[src/spi_tx_pkg.sv]
// shared types and defaults for the SPI transmitter
// FIFO depth must be a power of two and at least 2
// the status word needs a data width of at least 3 bits

package spi_tx_pkg;

    // transfer states of the serializer FSM
    typedef enum logic [2:0] {
        IDLE     = 3'd0,
        READ_EN  = 3'd1,
        LOAD     = 3'd2,
        SHIFT    = 3'd3,
        COMPLETE = 3'd4
    } spi_state_t;

    // Wishbone register map, data is write-only and status is read-only
    typedef enum logic {
        REG_DATA   = 1'b0,
        REG_STATUS = 1'b1
    } wb_reg_t;

    localparam int DEFAULT_DATA_WIDTH = 8;
    localparam int DEFAULT_FIFO_DEPTH = 8;

    // bit positions inside the status word
    localparam int STATUS_EMPTY_BIT = 0;
    localparam int STATUS_FULL_BIT  = 1;
    localparam int STATUS_BUSY_BIT  = 2;

endpackage

[src/wb_tx_port.sv]
// Wishbone classic slave in front of the transmit FIFO
// writes to a full FIFO are held off with wait states, never dropped
// wb_rdata is only meaningful in the cycle that carries wb_ack

`timescale 1ns/1ps

module wb_tx_port #(
    parameter int DATA_WIDTH = spi_tx_pkg::DEFAULT_DATA_WIDTH
) (
    input                         clk,
    input                         rst,
    input  logic                  wb_cyc,
    input  logic                  wb_stb,
    input  logic                  wb_we,
    input  logic                  wb_adr,
    input  logic [DATA_WIDTH-1:0] wb_wdata,
    output logic [DATA_WIDTH-1:0] wb_rdata,
    output logic                  wb_ack,
    input  logic                  full,
    input  logic                  empty,
    input  logic                  idle,
    output logic                  push,
    output logic [DATA_WIDTH-1:0] push_data
);

    spi_tx_pkg::wb_reg_t  reg_sel;
    logic                  cyc_active;
    logic                  data_write;
    logic                  ack_next;
    logic [DATA_WIDTH-1:0] status_word;

    assign reg_sel    = spi_tx_pkg::wb_reg_t'(wb_adr);
    // a cycle that was already acknowledged must not be answered twice
    assign cyc_active = wb_cyc && wb_stb && !wb_ack;
    assign data_write = wb_we && (reg_sel == spi_tx_pkg::REG_DATA);

    // a data write stalls here while the FIFO is full, everything else answers at once
    assign ack_next  = cyc_active && !(data_write && full);
    // the word enters the FIFO on the same edge that raises wb_ack
    assign push      = ack_next && data_write;
    assign push_data = wb_wdata;

    always_comb begin
        status_word = '0;
        status_word[spi_tx_pkg::STATUS_EMPTY_BIT] = empty;
        status_word[spi_tx_pkg::STATUS_FULL_BIT]  = full;
        // busy means the serializer has left IDLE
        status_word[spi_tx_pkg::STATUS_BUSY_BIT]  = !idle;
    end

    always_ff @(posedge clk or posedge rst) begin
        if (rst) begin
            wb_ack <= 1'b0;
        end else begin
            wb_ack <= ack_next;
        end
    end

    // the status snapshot is taken on the acknowledging edge
    always_ff @(posedge clk) begin
        if (ack_next && !wb_we) begin
            if (reg_sel == spi_tx_pkg::REG_STATUS) begin
                wb_rdata <= status_word;
            end else begin
                wb_rdata <= '0;
            end
        end
    end

endmodule

[src/tx_fifo.sv]
// synchronous FIFO with a registered read port
// pop_data is valid on the edge after pop, not in the same cycle
// FIFO_DEPTH must be a power of two and at least 2

`timescale 1ns/1ps

module tx_fifo #(
    parameter int DATA_WIDTH = spi_tx_pkg::DEFAULT_DATA_WIDTH,
    parameter int FIFO_DEPTH = spi_tx_pkg::DEFAULT_FIFO_DEPTH
) (
    input                         clk,
    input                         rst,
    input  logic                  push,
    input  logic                  pop,
    input  logic [DATA_WIDTH-1:0] push_data,
    output logic [DATA_WIDTH-1:0] pop_data,
    output logic                  full,
    output logic                  empty
);

    localparam int ADDR_W = $clog2(FIFO_DEPTH);

    logic [DATA_WIDTH-1:0] mem [FIFO_DEPTH];
    // one extra bit on each pointer tells a wrapped writer from an equal one
    logic [ADDR_W:0]       wr_ptr;
    logic [ADDR_W:0]       rd_ptr;
    logic                  do_push;
    logic                  do_pop;

    assign empty = (wr_ptr == rd_ptr);
    assign full  = (wr_ptr[ADDR_W] != rd_ptr[ADDR_W]) &&
                   (wr_ptr[ADDR_W-1:0] == rd_ptr[ADDR_W-1:0]);

    // requests against the flags are silently ignored
    assign do_push = push && !full;
    assign do_pop  = pop && !empty;

    always_ff @(posedge clk or posedge rst) begin
        if (rst) begin
            wr_ptr <= '0;
            rd_ptr <= '0;
        end else begin
            if (do_push) begin
                wr_ptr <= wr_ptr + 1'b1;
            end
            if (do_pop) begin
                rd_ptr <= rd_ptr + 1'b1;
            end
        end
    end

    // storage and the read register
    always_ff @(posedge clk) begin
        if (do_push) begin
            mem[wr_ptr[ADDR_W-1:0]] <= push_data;
        end
        if (do_pop) begin
            pop_data <= mem[rd_ptr[ADDR_W-1:0]];
        end
    end

endmodule

[src/spi_serializer.sv]
// SPI mode 0 style transmitter, MSB first, transmit only
// sclk runs at clk/4 and its phase depends on the free-running divider,
// so a word takes one cycle more or less from word to word
// done pulses for one cycle at the end of every word

`timescale 1ns/1ps

module spi_serializer #(
    parameter int DATA_WIDTH = spi_tx_pkg::DEFAULT_DATA_WIDTH
) (
    input                         clk,
    input                         rst,
    input  logic                  empty,
    output logic                  pop,
    input  logic [DATA_WIDTH-1:0] pop_data,
    output logic                  spi_sclk,
    output logic                  spi_mosi,
    output logic                  spi_cs_n,
    output logic                  done,
    output logic                  idle
);

    localparam int CNT_W = $clog2(DATA_WIDTH + 1);

    spi_tx_pkg::spi_state_t state;
    spi_tx_pkg::spi_state_t next_state;

    logic                  clk_div;
    logic                  sclk_enable;
    logic                  sclk_tick;
    logic                  sclk_fall;
    logic [CNT_W-1:0]      bit_counter;
    logic [DATA_WIDTH-1:0] shift_reg;

    // the FIFO is read in READ_EN and its data lands in LOAD
    assign pop  = (state == spi_tx_pkg::READ_EN);
    assign idle = (state == spi_tx_pkg::IDLE);

    // sclk only moves in SHIFT and stops once every bit has left
    assign sclk_enable = (state == spi_tx_pkg::SHIFT) && (bit_counter != '0);
    // toggle on the falling edge of the divider
    assign sclk_tick   = sclk_enable && clk_div;
    // a tick while sclk is high is the falling edge seen by the receiver
    assign sclk_fall   = sclk_tick && spi_sclk;

    // the line idles low whenever chip select is inactive
    assign spi_mosi = !spi_cs_n && shift_reg[DATA_WIDTH-1];

    always_comb begin
        next_state = state;
        case (state)
            spi_tx_pkg::IDLE: begin
                if (!empty) begin
                    next_state = spi_tx_pkg::READ_EN;
                end
            end
            spi_tx_pkg::READ_EN: begin
                next_state = spi_tx_pkg::LOAD;
            end
            spi_tx_pkg::LOAD: begin
                next_state = spi_tx_pkg::SHIFT;
            end
            spi_tx_pkg::SHIFT: begin
                // last bit has been held for a full sclk high phase
                if ((bit_counter == '0) && !spi_sclk) begin
                    next_state = spi_tx_pkg::COMPLETE;
                end
            end
            spi_tx_pkg::COMPLETE: begin
                next_state = spi_tx_pkg::IDLE;
            end
            default: begin
                next_state = spi_tx_pkg::IDLE;
            end
        endcase
    end

    always_ff @(posedge clk or posedge rst) begin
        if (rst) begin
            state       <= spi_tx_pkg::IDLE;
            clk_div     <= 1'b0;
            spi_sclk    <= 1'b0;
            spi_cs_n    <= 1'b1;
            bit_counter <= '0;
            done        <= 1'b0;
        end else begin
            state   <= next_state;
            // free-running divide by two, sclk halves it again
            clk_div <= !clk_div;
            done    <= (state == spi_tx_pkg::COMPLETE);

            if (sclk_tick) begin
                spi_sclk <= !spi_sclk;
            end

            if (state == spi_tx_pkg::LOAD) begin
                spi_cs_n    <= 1'b0;
                bit_counter <= CNT_W'(DATA_WIDTH);
            end else if (state == spi_tx_pkg::COMPLETE) begin
                spi_cs_n <= 1'b1;
            end else if (sclk_fall) begin
                bit_counter <= bit_counter - 1'b1;
            end
        end
    end

    // shift left on every sclk fall so the next bit shows on mosi
    always_ff @(posedge clk) begin
        if (state == spi_tx_pkg::LOAD) begin
            shift_reg <= pop_data;
        end else if (sclk_fall) begin
            shift_reg <= {shift_reg[DATA_WIDTH-2:0], 1'b0};
        end
    end

endmodule

[src/spi_tx_top.sv]
// SPI transmitter with a Wishbone classic host port
// words written to the data register are sent in write order on mosi
// the only back-pressure is wait states on wb_ack while the FIFO is full

`timescale 1ns/1ps

module spi_tx_top #(
    parameter int DATA_WIDTH = spi_tx_pkg::DEFAULT_DATA_WIDTH,
    parameter int FIFO_DEPTH = spi_tx_pkg::DEFAULT_FIFO_DEPTH
) (
    input                         clk,
    input                         rst,
    input  logic                  wb_cyc,
    input  logic                  wb_stb,
    input  logic                  wb_we,
    input  logic                  wb_adr,
    input  logic [DATA_WIDTH-1:0] wb_wdata,
    output logic [DATA_WIDTH-1:0] wb_rdata,
    output logic                  wb_ack,
    output logic                  spi_sclk,
    output logic                  spi_mosi,
    output logic                  spi_cs_n,
    output logic                  done
);

    logic                  push;
    logic [DATA_WIDTH-1:0] push_data;
    logic                  pop;
    logic [DATA_WIDTH-1:0] pop_data;
    logic                  full;
    logic                  empty;
    logic                  idle;

    // host side, turns bus writes into FIFO pushes
    wb_tx_port #(
        .DATA_WIDTH (DATA_WIDTH)
    ) port_i (
        .clk       (clk),
        .rst       (rst),
        .wb_cyc    (wb_cyc),
        .wb_stb    (wb_stb),
        .wb_we     (wb_we),
        .wb_adr    (wb_adr),
        .wb_wdata  (wb_wdata),
        .wb_rdata  (wb_rdata),
        .wb_ack    (wb_ack),
        .full      (full),
        .empty     (empty),
        .idle      (idle),
        .push      (push),
        .push_data (push_data)
    );

    tx_fifo #(
        .DATA_WIDTH (DATA_WIDTH),
        .FIFO_DEPTH (FIFO_DEPTH)
    ) fifo_i (
        .clk       (clk),
        .rst       (rst),
        .push      (push),
        .pop       (pop),
        .push_data (push_data),
        .pop_data  (pop_data),
        .full      (full),
        .empty     (empty)
    );

    // serial side, drains one word per cs_n window
    spi_serializer #(
        .DATA_WIDTH (DATA_WIDTH)
    ) ser_i (
        .clk      (clk),
        .rst      (rst),
        .empty    (empty),
        .pop      (pop),
        .pop_data (pop_data),
        .spi_sclk (spi_sclk),
        .spi_mosi (spi_mosi),
        .spi_cs_n (spi_cs_n),
        .done     (done),
        .idle     (idle)
    );

endmodule

[config.mk]
export PLATFORM = sky130hd
export DESIGN_NAME = spi_tx_top
export DESIGN_NICKNAME = d
export VERILOG_FILES = /design/src/spi_tx_pkg.sv /design/src/wb_tx_port.sv /design/src/tx_fifo.sv /design/src/spi_serializer.sv /design/src/spi_tx_top.sv
export SDC_FILE = /design/constraint.sdc
export NUM_CORES = 1
export LEC_CHECK = 0
export BUFFER_PORTS_ARGS = -buffer_cell sky130_fd_sc_hd__buf_4
export CORE_ASPECT_RATIO = 1.4
export CORE_MARGIN = 5
export CORE_UTILIZATION = 50
export CTS_CLUSTER_SIZE = 40
export DETAILED_ROUTE_END_ITERATION = 8
export PLACE_DENSITY_LB_ADDON = 0.1
export SYNTH_ARGS = -nofsm -noshare
export SYNTH_HDL_FRONTEND = slang
export SYNTH_HIERARCHICAL = 1
export SYNTH_SLANG_ARGS = --single-unit
[constraint.sdc]
create_clock -name clk -period 3.2 [get_ports clk]
set_input_delay 0.64 -clock clk [delete_from_list [all_inputs] [get_ports clk]]
set_output_delay 0.64 -clock clk [all_outputs]
set_load 0.01 [all_outputs]
==> flow_summary.yaml <==
run_status:
  status: "complete, no violations"
clock_tree:
  clk-insertion-delay-late_ns: 0.34
  cts_buffer_depth: 2
  cts_num_sinks: 103
  clk_pin_slew_worst_paths_ns: 0.07
  cts_tree: "yes"
  cts_max_level: 3
  clockRootBuffer: "clkbuf_16"
  post_cts_resize_count: 0
  cts-buffers-inserted: 9
  post-cts-setup-buffers: 0
  ctsHoldBuffers: 0
sta:
  min_period_ns: 2.64
  maxSlewViolCount: 0
  setup_slack_ns: 0.564
  slew-limit-headroom: 0.595
  hold_viol_final: 0
  rsz0062_at_grt: "false"
  final_min_period_over_clock_period: 0.824
  clock.fmax_ghz: 0.379
  hold_ws_ns: 0.147
  fin_setup_tns_ns: 0
  setup_viol: 0
  skew_ns: 0.00633
  worst_pin_slew_ns: 0.606
setup_path:
  crit_top_cell: "buf_4"
  cp-end-kind: "flop"
  cp_slowest_cell: "dfrtp_1"
  crit_buf_inv: 2
  crit_required_ns: 3.26
  critPathKind: "flop to flop"
  cp.arrival_ns: 2.69
  crit_fanout: 12
  cp-start-kind: "flop"
  cp_top_family: "simple AND/OR/NAND/NOR gates"
  slowest_delay_ns: 0.68
  crit_chain: "xor2_2 -> nor4_4 -> nor4b_2 -> buf_4 -> nand2_1 -> nor4_1 -> buf_4"
placement:
  dpl-instance-area_sq_mm: 0.00478
  finalWeightedCongestion: 0.842
  portBuffers: 21
  hpwlAfterDp_mm: 5.44
  dp_cells: 379
  place_ws_ns: 0.560
route:
  detail-route-antenna-nets: 0
  wirelength_mm: 7.87
  dr.pass1.iters: 4
  drt-initial-drc-count: 88
  routed_via_density: 5.52
  routedWlPerCell_microns: 19.9
  dr_total_vias: 2180
  drc: 0
global_route:
  grt_start_max_net_pins: 21
  grt_pass1_wl_mm: 12.8
  globalRoute.totalOverflow: 0
  grt_pass1_vias: 2337
  grt_usage: 0.156
  antenna_found_initial: 0
final_layout:
  areaGrowthSynthToFinish_pct: 11.4
  nFillCells: 712
  layout_common_cells: "edfxtp_1 (83), buf_4 (34), dfrtp_1 (19)"
  fin_cells: 395
  utilization: 0.565
  final_nets: 301
  seqCellArea_sq_mm: 0.00299
  largest_register_ff_count: 64
  num_antenna_cells: 0
  final_common_cell: "edfxtp_1"
  drive_above_1_share: 0.323
  fin_area_sq_mm: 0.00504
  multi_input_area_sq_mm: 0.00135
floorplan:
  fp.dieW_microns: 90.4
  coreArea_sq_mm: 0.00893
  rows: 41
  die_y_microns: 123
  start_util: 0.507
  dieArea_sq_mm: 0.0111
  ios: 27
worst_hold_path:
  hold_class: "primary input to asynchronous set/reset pin"
pwr:
  leakage_nw: 1.85
  power.density_mw_per_mm2: 801
  power_frac_seq: 0.455
  switchingPower_mw: 1.29
  fin_total_pwr_mw: 4.04
  ir_drop_mv: 0.457
  p_sw_frac: 0.318
  pwr-share-clk: 0.243
  intPower_mw: 2.75
  pwr-share-comb: 0.303
yosys:
  yosysWarningCount: 6
  ys_types: 53
  syn_inst: 257
  synthFlopType: "edfxtp_1"
  ys_seq_elements: 103
  synth_area_sq_mm: 0.00453
  synthArstFlopShare: 0.194
  synth-edff-count: 83
  synth_seq_area_share: 0.661
  avgSynthCellArea_sq_um: 17.6
run:
  drv_cap: 0
## cell type report
cell class / count / share of cell area
Sequential cell: 103 / 0.594
Multi-Input combinational cell: 124 / 0.268
Timing Repair Buffer: 34 / 0.0506
Clock buffer: 10 / 0.0454
Tap cell: 107 / 0.0265
Inverter: 11 / 0.00818
Clock inverter: 6 / 0.00744
## cell families after synthesis
group           count (synthesis)  synth area share
compound gates                 18            0.0381
simple gates                   50            0.0776
other cells                     1          0.000828
flops                         103             0.661
mux                            34             0.132
xor+xnor                       13            0.0301
fa+ha+maj                       4            0.0111
buf+inv                        34            0.0489
## layer usage
metal	vias to the layer above	share of wire	global-route usage
met5	-	0	0
met4	0	0.032	0.0838
met3	14	0.032	0.0411
met2	35	0.53	0.268
met1	1101	0.40	0.179
li1	1030	-	-
## path summary, 6_finish.rpt
| kind | startpoint | to | slack (ns) | cells past startpoint |
|---|---|---|---|---|
| max | fifo_i/rd_ptr[2]$_DFFE_PP0P_ | fifo_i/mem[4][4]$_DFFE_PP_ | 0.56 | 7 |
| min | rst | port_i/wb_ack$_DFF_PP0_ | 0.15 | 2 |
| max reg2reg | fifo_i/rd_ptr[2]$_DFFE_PP0P_ | fifo_i/mem[4][4]$_DFFE_PP_ | 0.56 | 7 |
| min reg2reg | ser_i/clk_div$_DFF_PP0_ | ser_i/clk_div$_DFF_PP0_ | 0.48 | 1 |
| max in group asynchronous | rst | ser_i/spi_cs_n$_DFFE_PP1P_ | 2.55 | 2 |
| min in group clk | ser_i/clk_div$_DFF_PP0_ | ser_i/clk_div$_DFF_PP0_ | 0.48 | 1 |
## cells in the mapped netlist (2+ instances only)
| library cell | number | area (sq um) |
|---|---|---|
| edfxtp_1 | 83 | 2490 |
| dfrtp_1 | 19 | 475 |
| mux4_2 | 14 | 315 |
| buf_4 | 13 | 97.6 |
| inv_1 | 11 | 41.3 |
| mux2_2 | 8 | 90.1 |
| mux2_4 | 8 | 120 |
| nor3_1 | 7 | 35.0 |
| xnor2_1 | 7 | 61.3 |
| nand2_1 | 6 | 22.5 |
| nor2_1 | 6 | 22.5 |
| buf_2 | 5 | 25.0 |
| and2_1 | 4 | 25.0 |
| ha_1 | 4 | 50.1 |
| nor4_1 | 4 | 25.0 |
| buf_6 | 3 | 33.8 |
| nor3b_1 | 3 | 22.5 |
| nor4b_1 | 3 | 26.3 |
| o21ai_0 | 3 | 15.0 |
| xor2_1 | 3 | 26.3 |
| xor2_2 | 3 | 48.8 |
| a21o_1 | 2 | 15.0 |
| a21oi_1 | 2 | 10.0 |
| a311oi_1 | 2 | 17.5 |
| a41oi_1 | 2 | 17.5 |
| mux4_1 | 2 | 52.6 |
| nand4_1 | 2 | 12.5 |
| o41ai_4 | 2 | 55.1 |
| or4_1 | 2 | 15.0 |
## power groups by stage
stage / combinational [mW] / clock [mW] / sequential (mW)
after floorplan: 1.09 / 0 / 1.78
after global placement: 1.22 / 0 / 1.86
after detailed placement: 1.24 / 0 / 1.87
after CTS: 1.25 / 1.01 / 1.84
after global routing: 1.34 / 1.07 / 1.87
final: 1.22 / 0.981 / 1.84
No activity file was read; power rests on OpenSTA's default activity.
